`config.mk`:
```
export PLATFORM = sky130hd
export DESIGN_NAME = lsab_sections_flat
export DESIGN_NICKNAME = d
export VERILOG_FILES = /design/src/hw/mover_pkg.sv /design/src/hw/mcu_read_if.sv /design/src/hw/lsab_sections.sv /design/src/flat_wrapper.sv
export SDC_FILE = /design/constraint.sdc
export NUM_CORES = 2
export LEC_CHECK = 0
export BUFFER_PORTS_ARGS = -buffer_cell sky130_fd_sc_hd__buf_2
export CORE_MARGIN = 2
export CORE_UTILIZATION = 54
export DETAILED_ROUTE_END_ITERATION = 10
export GPL_TIMING_DRIVEN = 0
export PLACE_DENSITY_LB_ADDON = 0.25
export SYNTH_ARGS = -nofsm -noshare
export SYNTH_HDL_FRONTEND = slang
export SYNTH_SLANG_ARGS = --single-unit
export TNS_END_PERCENT = 1
```
`constraint.sdc`:
```
create_clock -name CLK -period 12 [get_ports CLK]
set_input_delay 1.2 -clock CLK [delete_from_list [all_inputs] [get_ports CLK]]
set_output_delay 1.2 -clock CLK [all_outputs]
set_load 0.05 [all_outputs]
```
`src/hw/mover_pkg.sv`:
```
//####################################################################
// widths and timing shared by the block mover, the memory read port
// and the LSAB. the mover's window counters assume a latency of 5.
//####################################################################
package mover_pkg;

  typedef logic [15:0] word_t;      // one dram or lsab word.
  typedef logic [11:0] dram_addr_t; // dram word address.
  typedef logic [5:0]  count_t;     // block length, n moves n+1 words.
  typedef logic [1:0]  section_t;   // lsab section index.

  // whole dram address range, 2**12 words.
  localparam int unsigned DRAM_WORDS = 4096;

  // edges from the edge that samples an address to the edge
  // that puts its word on rd_data.
  localparam int unsigned MCU_READ_LATENCY = 5;

  localparam int unsigned LSAB_SECTIONS    = 4;  // one per section_t code.
  localparam int unsigned LSAB_DEPTH       = 32; // words per section.
  localparam int unsigned LSAB_FULL_MARGIN = 8;  // full while fewer free than this.

  typedef logic [$clog2(LSAB_DEPTH)-1:0] lsab_ptr_t;  // wraps at the depth.
  typedef logic [$clog2(LSAB_DEPTH):0]   lsab_fill_t; // 0 up to depth inclusive.

endpackage
```
`src/hw/mcu_read_if.sv`:
```
//####################################################################
// read path of the memory controller. rd_valid is informational only,
// the buffer writes on the mover's lsab_write level.
//####################################################################
interface mcu_read_if;
  import mover_pkg::*;

  logic       request_access; // address on coll_address is read this cycle.
  dram_addr_t coll_address;
  word_t      rd_data;        // returned word, fixed latency.
  logic       rd_valid;

  modport mover (output request_access, output coll_address);
  modport mcu   (input request_access, input coll_address,
                 output rd_data, output rd_valid);
  modport lsab  (input rd_data);

endinterface

```
`src/hw/lsab_sections.sv`:
```
//####################################################################
// four circular word buffers over one array. a write to a section
// holding LSAB_DEPTH words is lost; a pop on an empty one is ignored.
//####################################################################
module lsab_sections (
  input  logic                CLK,
  input  logic                RST,
  input  logic                lsab_write,
  input  mover_pkg::section_t lsab_section,
  mcu_read_if.lsab            mcu,
  output logic [3:0]          section_full,
  input  logic                pop,
  input  mover_pkg::section_t pop_section,
  output mover_pkg::word_t    pop_data,
  output logic [3:0]          section_empty
);
  import mover_pkg::*;

  word_t      store [LSAB_SECTIONS*LSAB_DEPTH]; // indexed {section, ptr}.
  lsab_ptr_t  wr_ptr [LSAB_SECTIONS];
  lsab_ptr_t  rd_ptr [LSAB_SECTIONS];
  lsab_fill_t fill [LSAB_SECTIONS];
  logic       wr_ok;
  logic       pop_ok;
  logic [LSAB_SECTIONS-1:0] wr_sel;
  logic [LSAB_SECTIONS-1:0] pop_sel;

  assign wr_ok  = lsab_write && (fill[lsab_section] != lsab_fill_t'(LSAB_DEPTH));
  assign pop_ok = pop && (fill[pop_section] != '0);

  always_comb
  begin
    wr_sel  = '0;
    pop_sel = '0;
    if (wr_ok)
      wr_sel[lsab_section] = 1'b1;
    if (pop_ok)
      pop_sel[pop_section] = 1'b1;
    for (int s = 0; s < LSAB_SECTIONS; s++)
      section_empty[s] = fill[s] == '0;        // straight from the level.
  end

  // shared storage, write and pop ports.
  always_ff @(posedge CLK)
  begin
    if (wr_ok)
      store[{lsab_section, wr_ptr[lsab_section]}] <= mcu.rd_data;
    if (pop_ok)
      pop_data <= store[{pop_section, rd_ptr[pop_section]}]; // one cycle after pop.
  end

  // per section pointers, levels and full flags.
  always_ff @(posedge CLK)
  begin
    if (!RST)
    begin
      for (int s = 0; s < LSAB_SECTIONS; s++)
      begin
        wr_ptr[s] <= '0;
        rd_ptr[s] <= '0;
        fill[s]   <= '0;
      end
      section_full <= '0;
    end
    else
    begin
      for (int s = 0; s < LSAB_SECTIONS; s++)
      begin
        if (wr_sel[s])
          wr_ptr[s] <= wr_ptr[s] + 1'b1;        // wraps at depth.
        if (pop_sel[s])
          rd_ptr[s] <= rd_ptr[s] + 1'b1;
        case ({wr_sel[s], pop_sel[s]})
          2'b10:   fill[s] <= fill[s] + 1'b1;
          2'b01:   fill[s] <= fill[s] - 1'b1;
          default: fill[s] <= fill[s];          // idle, or write and pop together.
        endcase
        // lags the level by a cycle, the margin absorbs it.
        section_full[s] <= fill[s] > lsab_fill_t'(LSAB_DEPTH - LSAB_FULL_MARGIN);
      end
    end
  end

endmodule

```
`src/flat_wrapper.sv`:
```
// flat-port wrapper written by rule: the top's interface ports become plain ports
module lsab_sections_flat import mover_pkg::*;
  (CLK, RST, lsab_write, lsab_section, section_full, pop, pop_section, pop_data, section_empty, mcu_rd_data);
  mcu_read_if mcu_i ();
  input  logic CLK;
  input  logic RST;
  input  logic lsab_write;
  input  mover_pkg::section_t lsab_section;
  output logic [3:0] section_full;
  input  logic pop;
  input  mover_pkg::section_t pop_section;
  output mover_pkg::word_t pop_data;
  output logic [3:0] section_empty;
  input wire logic [$bits(mcu_i.rd_data)-1:0] mcu_rd_data;
  assign mcu_i.rd_data = mcu_rd_data;
  lsab_sections u_core (.CLK(CLK), .RST(RST), .lsab_write(lsab_write), .lsab_section(lsab_section), .mcu(mcu_i), .section_full(section_full), .pop(pop), .pop_section(pop_section), .pop_data(pop_data), .section_empty(section_empty));
endmodule
```
Word level (Yosys, flattened, before mapping)
Memories as Yosys holds them, arrays and structs flattened. A register that Yosys moved wholly into a read port is not among the register bits.
Index checks and enable logic that the tools add are counted.
Widths: inputs -> output; s select.
{"block": "op_classes", "add_sub_neg": 16, "magnitude_cmp": 8, "eq_ne": 9, "muxes": 89, "n_bitwise": 20, "reduce_logical": 13}
{"operator": "$mux 6", "count": 12}
{"operator": "$mux 1", "count": 65}
{"operator": "$add 5x1->5 const B", "count": 8}
{"operator": "$mux 5", "count": 8}
{"operator": "$add 6x1->6 const B", "count": 4}
{"operator": "$gt 6x5->1 const B", "count": 4}
{"operator": "$logic_not 6->1", "count": 4}
{"operator": "$sub 6x1->6 const B", "count": 4}
{"operator": "$or 1x1->1", "count": 20}
{"operator": "$eq 2x1->1 const B", "count": 4}
{"operator": "$eq 2x2->1 const B", "count": 4}
{"operator": "$mux 4", "count": 2}
{"operator": "$reduce_or 2->1", "count": 4}
{"operator": "$lt 2x3->1 const B", "count": 2}
{"operator": "$ne 6x6->1 const B", "count": 1}
{"operator": "$reduce_bool 6->1", "count": 1}
{"operator": "$demux 1 s2", "count": 2}
{"operator": "$ge 2x1->1 const B", "count": 2}
{"operator": "$logic_and 1x1->1", "count": 4}
{"block": "word_totals", "reg_bits": 4, "mem_bits_rw": 2112, "in_bits": 24, "word_cells": 160, "mem_count": 4}
{"name": "u_core.store", "depth": 128, "width": 16, "rd": 1, "rd_ports_with_merged_regs": 1, "write_ports": 1, "line": "lsab_sections.sv:19", "source": "word_t store [LSAB_SECTIONS*LSAB_DEPTH];"}
{"name": "u_core.fill", "depth": 4, "width": 6, "rd": 6, "rd_ports_with_merged_regs": 0, "write_ports": 4, "line": "lsab_sections.sv:22", "source": "lsab_fill_t fill [LSAB_SECTIONS];"}
{"name": "u_core.rd_ptr", "depth": 4, "width": 5, "rd": 5, "rd_ports_with_merged_regs": 0, "write_ports": 4, "line": "lsab_sections.sv:21", "source": "lsab_ptr_t rd_ptr [LSAB_SECTIONS];"}
{"name": "u_core.wr_ptr", "depth": 4, "width": 5, "rd": 5, "rd_ports_with_merged_regs": 0, "write_ports": 4, "line": "lsab_sections.sv:20", "source": "lsab_ptr_t wr_ptr [LSAB_SECTIONS];"}

Longest topological paths before layout
{"block": "logic_depth", "word_depth": 12, "mapped_depth": 18, "depth_no_buf": 16}

Least setup slack after synthesis
OpenSTA, ideal clock, no wires.
{"block": "synth_path", "kind": "register -> register", "startpoint": "mem u_core.fill[2][0] (netlist name)", "endpoint": "mem u_core.fill[1][4] (netlist name), data pin", "setup_ps": 276, "arrival_ps": 4860, "path_slack_ps": 6864, "path_stages_with_launch": 17, "n_path_buf": 1, "synth_period_minus_slack_ps": 5136, "path_cell_list": "edfxtp_1 > or3_1 > nor4_1 > mux4_2 > nor2b_1 > clkbuf_1 > nand2_1 > inv_1 > ha_1 > nand2_1 > xnor2_1 > ha_1 > or3_1 > nor3_1 > a41oi_1 > xor2_1 > nor2_1"}
{"item": "start: declaration", "line": "lsab_sections.sv:22"}

Worst setup path in the final report
{"block": "layout_path", "startpoint": "in pop_section[0]", "endpoint": "reg u_core.pop_data[14] (read register of u_core.store), data pin"}
{"block": "layout_between", "elab_chain_len": 3}
{"item": "start: declaration", "line": "flat_wrapper.sv:11", "source": "input mover_pkg::section_t pop_section;"}
{"item": "$mem_v2 4x6"}
{"item": "$reduce_bool 6->1", "line": "lsab_sections.sv:29", "source": "assign pop_ok = pop && (fill[pop_section] != '0);"}
{"item": "$logic_and 1x1->1", "line": "lsab_sections.sv:29"}
{"item": "end: declaration", "line": "lsab_sections.sv:14", "source": "output mover_pkg::word_t pop_data,"}
Several ways; a longest one is shown, not always the timed one.
A chain may end at the register's enable or synchronous reset.

==> results.md <==
* Status: complete, but fails checks
* Failing checks: capacitance limit
* Clock skew at 0.0623 ns
* Post-route clock period utilization at 43.3%
* Worst path cell trace: buf_2, buf_4, mux2i_1, mux2_2, buf_2, buf_2, buf_2, clkbuf_1, nand2_1, nand3_1, a41oi_1, nor3_1, nand4b_1
* Post-CTS setup buffers at 0
* Core ar. at 158000 um2
* Worst hold path type: register to register
* CP required at 12.46 ns
* Levels on crit path at 13
* Resized Gates After CTS at 0
* Slew @ Worst Pin at 1.49 ns
* Slowest CP cell: clkbuf_1
* Register area share after synthesis at 74.3%
* CTS Buf Count at 206
* Share of layout cells above drive strength 1 at 12.7%
* CTS sink cnt at 2132
* WHS at 0.576 ns
* Max clock buf depth at 3
* Worst Hold Depth at 1
* Largest net degree at the start of global routing at 103
* Number of port buffers at 44
* End-of-flow core utilization at between 60% and 70%
* Clk_lat worst skew at 0.87 ns
* Crit path time final at 5.20 ns
* Fill count at 11500
* Pwr Density at 167 nW/um2
* Max-slew headroom at 0.0820%
* Reg clk slew, reported paths at 0.07 ns
* Post-DRT Antenna Nets at 0
* Number of synthesized flops with an enable pin at about 2100
* Final Hold Viols at 0
* Syn Nets at roughly 5700
* Final setup vio count at 0
* Main flop type after synthesis: edfxtp_1
* Worst Setup End Kind: register
* Yosys reg bits at 2132
* H-tree depth at 4
* Startpoint types: input pin
* CP Max Fanout at 11
* Root Buffer: clkbuf_16
* Die Area at 163000 um2
* CP Class: input pin to register
* Largest stage delay, worst path at between 1 and 1.5 ns
* Avg WL per Cell at about 31 um
* TritonCTS clock tree: done
* Chip height at 403 um
* Area growth syn-to-layout at 13.0%
* Synthesized area at between 80000 and 90000 um2
* Drt first pass iters at 6
* Crit-path most repeated cell: buf_2
* GPL Wtd Cong at 0.995
* Vias at 52200
* Setup TNS at 0 ns
* DR iter-0 viols at between 7000 and 8000
* # Max-Cap Violations at 2
* DP HPWL at 172000 um
* Vias in the first global route at around 50000
* Max Freq at 192 MHz
* Leak pwr at 32.5 nW
* Starting density of the core at 54.4%
* Drc violations at 0
* Crit path arrival time at approximately 5.7 ns
* Synth cell types at 54
* Max Slew Vio Count at 0
* Cells after Synth at 5659
* Hold_buf cts at 0
* First-pass GRT wire length at ~360000 um
* Ys async rst share at 0%
* RSZ-0062 raised after global routing: no
* Mapped Avg Cell Area at 15.2 um2
* Buffers plus inverters on the worst setup path at 6
* Routed WL at 259000 um
* Global Route Usage Sum at 31.6%
* Drt via density at about 6.3
* Worst vdd ir at ~150 uV
* Yosys warns at 0
* IO Count at 48
* Top delay family on crit path: buffers and inverters
* GRT Residual Overflow at 0
* Nets@finish at 6040
* Die width at 403 um
* Initial antenna violation count at 25
* # rows at 146
* R2R depth at 11
-- state kept, by name (all words and copies together), names as in the netlist --
| register | cells |
|---|---|
| u_core.fill | 24 |
| u_core.section_full | 4 |
| u_core.rd_ptr | 20 |
| u_core.pop_data | 16 |
| u_core.wr_ptr | 20 |
| u_core.store | 2048 |
-- worst register-to-register path: cells and delay by family (launching register included) --
family	cells	cell delay, ns
simple gates	4	1.36
flops	1	0.45
mux	2	0.39
compound gates	1	0.19
buf+inv	4	2.11
-- cells by family (layout without fill, tap and decap cells) --
kind of cell,count (synthesis),in the layout,synth area share [%]
other,0,8,0
AND/OR/NAND/NOR,1958,1958,9.62
adder cells (fa/ha/maj),22,22,0.320
AO/OA/AOI/OAI,291,291,2.50
multiplexers,873,873,10.8
flip-flops,2132,2132,74.3
buffers and inverters,342,846,2.01
XOR/XNOR,41,41,0.417
-- cell type report --
type	instances	area, um2	share of cell area [%]
Sequential cell	2132	64000	65.8
Clock buffer	250	5340	5.49
Timing Repair Buffer	127	1660	1.70
Buffer	325	1670	1.71
Inverter	17	63.8	0.0656
Antenna cell	8	20.0	0.0206
Multi-Input combinational cell	3185	20800	21.4
Tap cell	2072	2590	2.67
Clock inverter	127	1150	1.18
-- cell usage in the layout (no fill, tap or decap), drive strengths merged, types with 7 or more instances in the layout --
master	instances
nand3	441
buf	329
nor2b	12
a41oi	64
a311o	11
a211oi	19
clkinv	98
nand2	1153
clkinvlp	7
xnor2	17
mux2i	821
edfxtp	2128
and2	10
diode	8
clkbuf	373
or3	8
and3	37
ha	22
nand4	56
a311oi	26
bufinv	14
inv	25
o21ai	23
a21oi	50
xor2	24
nor2	214
a2111oi	15
mux4	46
o2111ai	11
a31oi	35
nor3	9
a32oi	10
-- per-layer routing --
layer | wire, um | global-route usage (%) | vias up
li1 | - | - | 22000
met1 | 97700 | 43.0 | 26200
met2 | 115000 | 46.7 | 3271
met3 | 32200 | 9.17 | 686
met4 | 14400 | 15.7 | 14
met5 | 115 | 0 | -
-- per-stage QoR --
step | power (mW) | std cells | instance area (um2) | worst slack [ns]
after floorplan | 9.29 | 5659 | 86100 | 6.86
after global placement | 10.0 | 7775 | 88900 | 4.25
after detailed placement | 10.1 | 7856 | 90600 | 6.03
after CTS | 16.2 | 8233 | 97100 | 6.89
after global routing | 16.6 | 8235 | 97200 | 6.88
final | 16.3 | 8243 | 97300 | 6.80
-- Yosys cell counts, types with 26 or more instances --
cell      count  area, um2
a21oi_1      50        250
nand4_1      56        350
edfxtp_1   2128      63900
a311oi_1     26        228
nand3_1     441       2210
buf_4        45        338
mux2i_1     821       8220
buf_2       116        581
a41oi_1      64        561
and3_1       37        231
nor2_1      213        800
mux4_2       46       1040
nand2_1    1153       4330
a31oi_1      35        219
clkbuf_1    121        454
-- worst paths after layout --
check / startpoint / endpoint / slack [ns]
max: pop_section[0] / u_core.pop_data[14] / 6.80
min: u_core.fill[2][5] / u_core.section_full[2] / 0.58
max reg2reg: u_core.rd_ptr[3][1] / u_core.pop_data[14] / 7.11
min reg2reg: u_core.fill[2][5] / u_core.section_full[2] / 0.58
-- power breakdown --
part | switching (mW) | leakage [nW] | internal, mW | total (mW)
sequential | 0.0292 | 19.3 | 8.25 | 8.28
clock | 2.82 | 3.14 | 3.48 | 6.30
combinational | 1.23 | 10.1 | 0.448 | 1.68
total | 4.08 | 32.5 | 12.2 | 16.3
No activity file was read; power rests on OpenSTA's default activity.
