<file path="src/hw/mover_pkg.sv">
//####################################################################
// widths and timing shared by the block mover, the memory read port
// and the LSAB. the mover's window counters assume a latency of 5.
//####################################################################
package mover_pkg;

  typedef logic [15:0] word_t;      // one dram or lsab word.
  typedef logic [11:0] dram_addr_t; // dram word address.
  typedef logic [5:0]  count_t;     // block length, n moves n+1 words.
  typedef logic [1:0]  section_t;   // lsab section index.

  // whole dram address range, 2**12 words.
  localparam int unsigned DRAM_WORDS = 4096;

  // edges from the edge that samples an address to the edge
  // that puts its word on rd_data.
  localparam int unsigned MCU_READ_LATENCY = 5;

  localparam int unsigned LSAB_SECTIONS    = 4;  // one per section_t code.
  localparam int unsigned LSAB_DEPTH       = 32; // words per section.
  localparam int unsigned LSAB_FULL_MARGIN = 8;  // full while fewer free than this.

  typedef logic [$clog2(LSAB_DEPTH)-1:0] lsab_ptr_t;  // wraps at the depth.
  typedef logic [$clog2(LSAB_DEPTH):0]   lsab_fill_t; // 0 up to depth inclusive.

endpackage
</file>
<file path="src/hw/mcu_read_if.sv">
//####################################################################
// read path of the memory controller. rd_valid is informational only,
// the buffer writes on the mover's lsab_write level.
//####################################################################
interface mcu_read_if;
  import mover_pkg::*;

  logic       request_access; // address on coll_address is read this cycle.
  dram_addr_t coll_address;
  word_t      rd_data;        // returned word, fixed latency.
  logic       rd_valid;

  modport mover (output request_access, output coll_address);
  modport mcu   (input request_access, input coll_address,
                 output rd_data, output rd_valid);
  modport lsab  (input rd_data);

endinterface

</file>
<file path="src/hw/mvblck_frdram.sv">
//####################################################################
// moves count_req+1 words from dram into one lsab section. inputs are
// taken on issue only. the lsab must flag full with 8 words still free.
//####################################################################
module mvblck_frdram (
  input  logic                  CLK,
  input  logic                  RST,
  input  mover_pkg::dram_addr_t start_address,
  input  mover_pkg::count_t     count_req,
  input  mover_pkg::section_t   section,
  input  logic                  issue,
  input  logic [3:0]            section_full,
  output logic                  lsab_write,
  output mover_pkg::section_t   lsab_section,
  output mover_pkg::count_t     count_sent,
  output logic                  working,
  output logic                  abrupt_stop,
  mcu_read_if.mover             mcu
);

  logic       streaming;       // addresses still being issued.
  logic [6:0] len_left;        // reads left, up to 66.
  logic [6:0] read_len;
  logic       uneven_len;
  logic       trailing_pad;    // last read of the block is padding.
  logic       more_words;
  logic       target_full;
  logic       accept;
  logic [2:0] we_counter;
  logic [2:0] release_counter;
  logic       we_trigger;
  logic       release_trigger;

  // reads needed are count_req+1 plus the word below an odd start.
  assign uneven_len = count_req[0] ^ start_address[0]; // needed reads even.
  assign read_len   = ({1'b0, count_req} + 7'd2 + {6'd0, start_address[0]}) & 7'h7e;

  assign more_words  = len_left != '0;
  assign target_full = section_full[lsab_section];
  assign accept      = issue && !working; // busy issues are dropped.

  assign we_trigger      = we_counter == 3'h7;
  assign release_trigger = release_counter == 3'h7;

  // the issue cycle read hits a stale address, its word lands before the window.
  assign mcu.request_access = streaming ? (more_words && !target_full) : accept;

  always_ff @(posedge CLK)
  begin
    if (!RST)
    begin
      streaming        <= 1'b0;
      working          <= 1'b0;
      len_left         <= '0;
      mcu.coll_address <= '0;
      lsab_section     <= '0;
      trailing_pad     <= 1'b0;
      we_counter       <= '0;
      release_counter  <= '0;
      lsab_write       <= 1'b0;
      count_sent       <= '0;
      abrupt_stop      <= 1'b0;
    end
    else
    begin
      // both counters run once loaded and stop after wrapping to 0.
      if (release_trigger)
        we_counter <= '0;                       // window never opens after release.
      else if (we_counter != '0)
        we_counter <= we_counter + 1'b1;

      if (release_counter != '0)
        release_counter <= release_counter + 1'b1;

      if (accept)
      begin
        streaming        <= 1'b1;
        working          <= 1'b1;
        len_left         <= read_len;
        mcu.coll_address <= {start_address[11:1], 1'b0}; // even aligned stream.
        lsab_section     <= section;
        trailing_pad     <= !uneven_len;
        // word of the first address lands 6 cycles on, odd start skips one.
        if (start_address[0])
          we_counter <= 3'h1;
        else
          we_counter <= 3'h2;
      end
      else if (streaming)
      begin
        if (mcu.request_access)
        begin
          mcu.coll_address <= mcu.coll_address + 1'b1;
          len_left         <= len_left - 1'b1;
        end
        else
        begin
          streaming   <= 1'b0;
          abrupt_stop <= more_words;           // words left means target went full.
          // 3 keeps the window open until the last read lands.
          if (more_words || !trailing_pad)
            release_counter <= 3'h3;
          else
            release_counter <= 3'h4;           // drop the padding word.
        end
      end

      if (release_trigger)
      begin
        working    <= 1'b0;
        lsab_write <= 1'b0;
      end
      else if (we_trigger)
        lsab_write <= 1'b1;

      if (we_trigger || (release_trigger && !lsab_write))
        count_sent <= '0;                      // new move, nothing written yet.
      else if (lsab_write)
        count_sent <= count_sent + 1'b1;
    end
  end

endmodule

</file>
<file path="src/flat_wrapper.sv">
// flat-port wrapper written by rule: the top's interface ports become plain ports
module mvblck_frdram_flat 
  (CLK, RST, start_address, count_req, section, issue, section_full, lsab_write, lsab_section, count_sent, working, abrupt_stop, mcu_request_access, mcu_coll_address);
  mcu_read_if mcu_i ();
  input  logic CLK;
  input  logic RST;
  input  mover_pkg::dram_addr_t start_address;
  input  mover_pkg::count_t count_req;
  input  mover_pkg::section_t section;
  input  logic issue;
  input  logic [3:0] section_full;
  output logic lsab_write;
  output mover_pkg::section_t lsab_section;
  output mover_pkg::count_t count_sent;
  output logic working;
  output logic abrupt_stop;
  output wire logic [$bits(mcu_i.request_access)-1:0] mcu_request_access;
  output wire logic [$bits(mcu_i.coll_address)-1:0] mcu_coll_address;
  assign mcu_request_access = mcu_i.request_access;
  assign mcu_coll_address = mcu_i.coll_address;
  mvblck_frdram u_core (.CLK(CLK), .RST(RST), .start_address(start_address), .count_req(count_req), .section(section), .issue(issue), .section_full(section_full), .lsab_write(lsab_write), .lsab_section(lsab_section), .count_sent(count_sent), .working(working), .abrupt_stop(abrupt_stop), .mcu(mcu_i));
endmodule
</file>
<file path="config.mk">
export PLATFORM = sky130hd
export DESIGN_NAME = mvblck_frdram_flat
export DESIGN_NICKNAME = d
export VERILOG_FILES = /design/src/hw/mover_pkg.sv /design/src/hw/mcu_read_if.sv /design/src/hw/mvblck_frdram.sv /design/src/flat_wrapper.sv
export SDC_FILE = /design/constraint.sdc
export NUM_CORES = 1
export LEC_CHECK = 0
export BUFFER_PORTS_ARGS = -buffer_cell sky130_fd_sc_hd__buf_2
export CORE_MARGIN = 8
export CORE_UTILIZATION = 53
export CTS_BUF_LIST = sky130_fd_sc_hd__clkbuf_8 sky130_fd_sc_hd__clkbuf_16
export DETAILED_ROUTE_END_ITERATION = 8
export PLACE_DENSITY = 0.81
export SLEW_MARGIN = 10
export SYNTH_ARGS = -nofsm -noshare
export SYNTH_HDL_FRONTEND = slang
export SYNTH_SLANG_ARGS = --single-unit
</file>
<file path="constraint.sdc">
create_clock -name CLK -period 2.5 [get_ports CLK]
set_clock_uncertainty 0.2 [all_clocks]
set_input_delay 0.125 -clock CLK [delete_from_list [all_inputs] [get_ports CLK]]
set_output_delay 0.125 -clock CLK [all_outputs]
set_load 0.005 [all_outputs]
</file>
# Word level (Yosys, flattened, before mapping)
# Cells that the tools add are included.
[word_totals]
elab_cells = 70
memories = 0
in_bits = 27
output_inout_bits = 24
latchBits = 0
ramBits = 0
register_bits = 38
romBits = 0
[op_classes]
shift = 0
reduce_logical = 22
muxes = 21
addsub = 7
n_div = 0
order_cmp = 1
eq_ne = 2
bitwise = 4
mul = 0
[ops]
columns = ["op", "n"]
rows = [
  ["12-bit 2-to-1 mux", 3],
  ["3-bit 2-to-1 mux", 8],
  ["7-bit 2-to-1 mux", 3],
  ["12-bit by 1-bit adder with 12-bit output (second input constant)", 1],
  ["3-bit nonzero test", 3],
  ["6-bit by 2-bit adder with 7-bit output (second input constant)", 1],
  ["7-bit by 1-bit adder with 7-bit output", 1],
  ["7-bit nonzero test", 1],
  ["7-bit by 1-bit subtractor with 7-bit output (second input constant)", 1],
  ["3-bit by 1-bit adder with 3-bit output (second input constant)", 2],
  ["6-bit by 1-bit adder with 6-bit output (second input constant)", 1],
  ["3-bit equality test (second input constant)", 2],
  ["2-bit OR reduction", 3],
  ["1-bit zero test", 5],
  ["1-bit 2-to-1 mux", 5],
  ["2-bit AND reduction", 2],
  ["2-bit nonzero test", 2],
  ["1-bit logical AND", 3],
  ["2-bit by 3-bit less-than comparator with 1-bit output (second input constant)", 1],
  ["1-bit NOT", 3],
  ["3-bit AND reduction", 1],
  ["1-bit binary-select mux with 2-bit select", 1],
  ["1-bit logical OR", 2],
  ["2-bit 2-to-1 mux", 1],
  ["1-bit XOR", 1],
]

# Logic depth before layout (Yosys ltp)
[depth]
ltp_word = 8
depth_mapped = 7
mapped_depth_nobuf = 7

# Worst setup path before layout
# No wires, ideal clock.
[synth_timing]
path_kind = "register -> register"
startpoint = "register u_core.lsab_section[0]"
endpoint = "register u_core.len_left[1]"
setup_time_ps = 95
arrival_time_ps = 1811
path_buffers = 1
path_slack_ps = 394
path_stages_with_launch = 6
cell_sequence = "dfxtp_1 > mux4_2 > a211o_1 > buf_6 > or4_1 > o311ai_1"
[synth_between]
elab_chain_cells = 7
[synth_rtl]
columns = ["element", "line_no", "rtl"]
rows = [
  ["from (decl)", "mvblck_frdram.sv:14", "output mover_pkg::section_t lsab_section,"],
  ["from (signal assigned)", "mvblck_frdram.sv:81", "lsab_section <= section;"],
  ["1-bit binary-select mux with 2-bit select", "mvblck_frdram.sv:39", "assign target_full = section_full[lsab_section];"],
  ["1-bit 2-to-1 mux (not written as such)", "mvblck_frdram.sv:39", ""],
  ["1-bit zero test", "mvblck_frdram.sv:46", "assign mcu.request_access = streaming ? (more_words && !target_full) : accept;"],
  ["1-bit logical AND", "mvblck_frdram.sv:46", ""],
  ["1-bit 2-to-1 mux", "mvblck_frdram.sv:46", ""],
  ["2-bit nonzero test (no line)", "--", ""],
  ["2-bit AND reduction (no line)", "--", ""],
  ["to (signal assigned)", "mvblck_frdram.sv:79", "len_left <= read_len;"],
  ["to (signal assigned)", "mvblck_frdram.sv:94", "len_left <= len_left - 1'b1;"],
  ["to (decl)", "mvblck_frdram.sv:22", "logic [6:0] len_left;"],
]
# Every way passes these cells. The select of a mux whose other input is x is not followed.
# A chain may end at the register's enable or synchronous reset.

# Worst setup path after layout
[layout_timing]
startpoint = "register u_core.lsab_section[0]"
endpoint = "register u_core.mcu.coll_address[9]"
[layout_between]
elab_chain_cells = 7
[layout_rtl]
columns = ["element", "line_no", "rtl"]
rows = [
  ["1-bit binary-select mux with 2-bit select", "mvblck_frdram.sv:39", ""],
  ["1-bit 2-to-1 mux (not written as such)", "mvblck_frdram.sv:39", ""],
  ["1-bit zero test", "mvblck_frdram.sv:46", ""],
  ["1-bit logical AND", "mvblck_frdram.sv:46", ""],
  ["1-bit 2-to-1 mux", "mvblck_frdram.sv:46", ""],
  ["2-bit nonzero test (no line)", "--", ""],
  ["2-bit AND reduction (no line)", "--", ""],
  ["to (signal assigned)", "mvblck_frdram.sv:80", "mcu.coll_address <= {start_address[11:1], 1'b0};"],
  ["to (signal assigned)", "mvblck_frdram.sv:93", "mcu.coll_address <= mcu.coll_address + 1'b1;"],
  ["to (decl)", "mcu_read_if.sv:13", "modport mover (output request_access, output coll_address);"],
]
# Every way passes these cells. The select of a mux whose other input is x is not followed.

==> impl_metrics.py <==
metrics = {
    "cts": {
        "clockRootBuffer": "clkbuf_8",
        "clk-insertion-delay-late_ns": 0.30,
        "numCtsBuffers": 5,
        "cts.sinks": 38,
        "cts_tree": "yes",
        "cts_max_path_buffers": 2,
        "post_cts_buffers": 0,
        "clk_pin_slew_ns": 0.08,
        "htreeDepth": 2,
        "ctsResizeCount": 0,
    },
    "critical_path": {
        "critical_path_arrival_ns": 2.31,
        "critPathMaxStageDelay_ns": 0.55,
        "crit_path_cell_trace": "mux4_2 > a211o_1 > or4_1 > a31oi_1",
        "critical_path_class": "flip-flop to flip-flop",
        "cp-startpoint": "u_core.lsab_section[0]",
        "cp.depth": 4,
        "startpoint_type": "flip-flop",
        "critPathRequiredTime_ns": 2.53,
        "reg2reg_setup_slack_ns": 0.22,
        "crit_path_end_kind": "flip-flop",
        "critPathCapture": "u_core.mcu.coll_address[9]",
        "crit_fanout": 13,
        "crit_family": "compound AO/OA/AOI/OAI gates",
        "reg2reg_from": "u_core.lsab_section[0]",
        "crit_slowest_cell": "or4_1",
        "r2r-end": "u_core.mcu.coll_address[9]",
        "critPathBufInv": 0,
        "r2r_cells": 4,
    },
    "route": {
        "vias_per_cell": 5.79,
        "remaining_drc_errors": 0,
        "first_iter_violations": 149,
        "ant_nets": 0,
        "routed_wl_mm": 5.28,
        "dr.pass1.iters": 4,
        "wl_per_cell_um": 14.9,
        "via_count": 2049,
    },
    "synth": {
        "netlist_area_mm2": 0.00205,
        "synth_cell_types": 49,
        "async_flop_share_pct": 0,
        "yosys_warnings": 0,
        "synth.yosys.seq_area_share_pct": 37.2,
        "syn_nets": 274,
        "synth-seq-cells": 38,
        "synth_area_per_cell_um2": 8.67,
        "synth_cells": 236,
        "synth_edf_count": 0,
        "synthFlopType": "dfxtp_1",
    },
    "sta": {
        "relSlewSlack_pct": 56.3,
        "fmax_mhz": 438,
        "fin_crit_sh_pct": 91.3,
        "worst_slew_pin_slew_ns": 0.653,
        "worst_slack_ns": 0.217,
        "hold_viol_final": 0,
        "min_period_ns": 2.28,
        "slew_violations": 0,
        "final.setup.tns_ns": 0,
        "setup_viol": 0,
        "rsz0062_at_grt": "no",
    },
    "global_route": {
        "grt_usage_pct": 18.0,
        "grt_pass1_vias": 1962,
        "grt_max_degree": 38,
        "grt_overflow_total": 0,
        "grt_pass1_wl_mm": 9.05,
        "antenna_found_initial": 0,
    },
    "outcome": {
        "status": "completed",
    },
    "job": {
        "cap_violations": 0,
    },
    "floorplan": {
        "num_rows": 22,
        "core_area_mm2": 0.00369,
        "start_util_pct": 55.5,
        "fp.dieW_um": 78.1,
        "dieArea_mm2": 0.00611,
        "io_pins": 51,
        "die_y_um": 78.1,
    },
    "min_path": {
        "hold_class": "primary input to flip-flop",
    },
    "cells_and_area": {
        "diodes": 0,
        "final_cell_mix": "buf_2, dfxtp_1, o21ai_0",
        "drive_gt1_share_pct": 22.2,
        "final_common_cell": "buf_2",
        "areaGrowthSynthToFinish_pct": 27.5,
        "nNetsFinal": 343,
    },
    "place": {
        "hpwl_mm": 3.72,
        "post-place-ws_ns": 0.246,
        "portBuffers": 50,
        "gp_congestion": 0.798,
    },
    "power_and_ir_drop": {
        "p_leak_nw": 1.07,
        "peakVddDrop_mv": 0.421,
        "power_density_mw_per_mm2": 566,
    },
}
[cells in the mapped netlist, types with 2 or more instances]
| library cell | count | area, um2 |
|---|---|---|
| or3_1 | 4 | 25.0 |
| a31oi_1 | 8 | 50.1 |
| nor3_1 | 4 | 20.0 |
| nand4_1 | 6 | 37.5 |
| clkbuf_1 | 8 | 30.0 |
| nor2_1 | 17 | 63.8 |
| o31ai_1 | 4 | 30.0 |
| inv_1 | 10 | 37.5 |
| a211oi_1 | 5 | 37.5 |
| or4_1 | 4 | 30.0 |
| ha_1 | 11 | 138 |
| o21ai_0 | 21 | 105 |
| nand2_1 | 19 | 71.3 |
| dfxtp_1 | 38 | 761 |
| nand3_1 | 6 | 30.0 |
| a21oi_1 | 12 | 60.1 |
| and4_1 | 3 | 26.3 |
| nand2b_1 | 2 | 12.5 |
| nor2b_1 | 4 | 25.0 |
| a211o_1 | 3 | 26.3 |
| xor2_1 | 5 | 43.8 |
| and3_1 | 2 | 12.5 |
| mux2i_1 | 3 | 30.0 |
| xnor2_1 | 12 | 105 |
[report_power, final]
group / switching [W] / internal (W) / leakage [nW]
sequential: 0.0000481 / 0.000654 / 0.312
combinational: 0.000178 / 0.000167 / 0.704
clock: 0.000211 / 0.000218 / 0.0524
total: 0.000438 / 0.00104 / 1.07
[cells by family after synthesis]
| kind of cell | after synthesis | share of synthesized area [%] |
|---|---|---|
| simple gates | 79 | 20.7 |
| fa+ha+maj | 11 | 6.72 |
| mux | 5 | 3.12 |
| flops | 38 | 37.2 |
| buf+inv | 21 | 4.40 |
| xor+xnor | 17 | 7.27 |
| compound gates | 65 | 20.7 |
[metal layers]
| metal | part of all wire [%] | wire (um) | GRT usage [%] | vias to the layer above |
|---|---|---|---|---|
| met3 | 5.6 | 296 | 6.04 | 15 |
| li1 | - | - | - | 1003 |
| met5 | 0 | 0 | 0 | - |
| met4 | 2.3 | 124 | 8.33 | 0 |
| met2 | 49 | 2570 | 28.3 | 53 |
| met1 | 43 | 2290 | 21.6 | 978 |
[area by class of cell]
type | instances | area, um2
sequential | 38 | 761
timing repair buffer | 72 | 460
fill | 300 | 1080
tap | 48 | 60.1
inverter | 11 | 41.3
clock inverter | 2 | 8.76
clock buffer | 6 | 82.6
multi-input combinational | 177 | 1200
[registers in the layout (all words and copies together) (netlist names)]
name / flops
u_core.mcu.coll_address: 12
u_core.len_left: 7
u_core.count_sent: 6
u_core.release_counter: 3
u_core.we_counter: 3
u_core.lsab_section: 2
u_core.abrupt_stop: 1
u_core.lsab_write: 1
u_core.streaming: 1
u_core.trailing_pad: 1
u_core.working: 1
[how the worst min path moves through the flow]
stage                       from                          end  slack, ns  depth (start not counted)
3_5_place_dp          section[0]       u_core.lsab_section[0]       0.17                          3
2_1_floorplan              issue               u_core.working       0.04                          2
6_report                     RST         u_core.we_counter[1]       0.07                          2
4_1_cts                      RST         u_core.we_counter[1]       0.06                          2
5_1_grt        start_address[11]  u_core.mcu.coll_address[11]       0.07                          4
3_3_place_gp          section[0]       u_core.lsab_section[0]       0.17                          3
[what timing repair did]
action | in CTS | in global routing
endpoints found under the setup margin | 0 | 0
hold buffers | 18 | 0
endpoints found under the hold margin | 17 | 0
[through the flow]
stage / hold slack, ns / std cells / area, um2 / util (%) / power, W
final: 0.0743 / 354 / 2610 / 70.8 / 0.00148
after global routing: 0.0699 / 354 / 2610 / 70.8 / 0.00157
after CTS: 0.0643 / 354 / 2610 / 70.8 / 0.00149
after detailed placement: 0.174 / 328 / 2340 / 63.4 / 0.00103
after global placement: 0.172 / 328 / 2340 / 63.4 / 0.00103
after floorplan: 0.0408 / 236 / 2050 / - / 0.000931
[worst register-to-register path: cells and delay by family (launching register included)]
family             cells  cell delay (ns)
AOI/OAI and AO/OA      2             0.57
DFF                    1             0.36
muxes                  1             0.53
and+or+nand+nor        1             0.55
No activity file was read; power rests on OpenSTA's default activity.
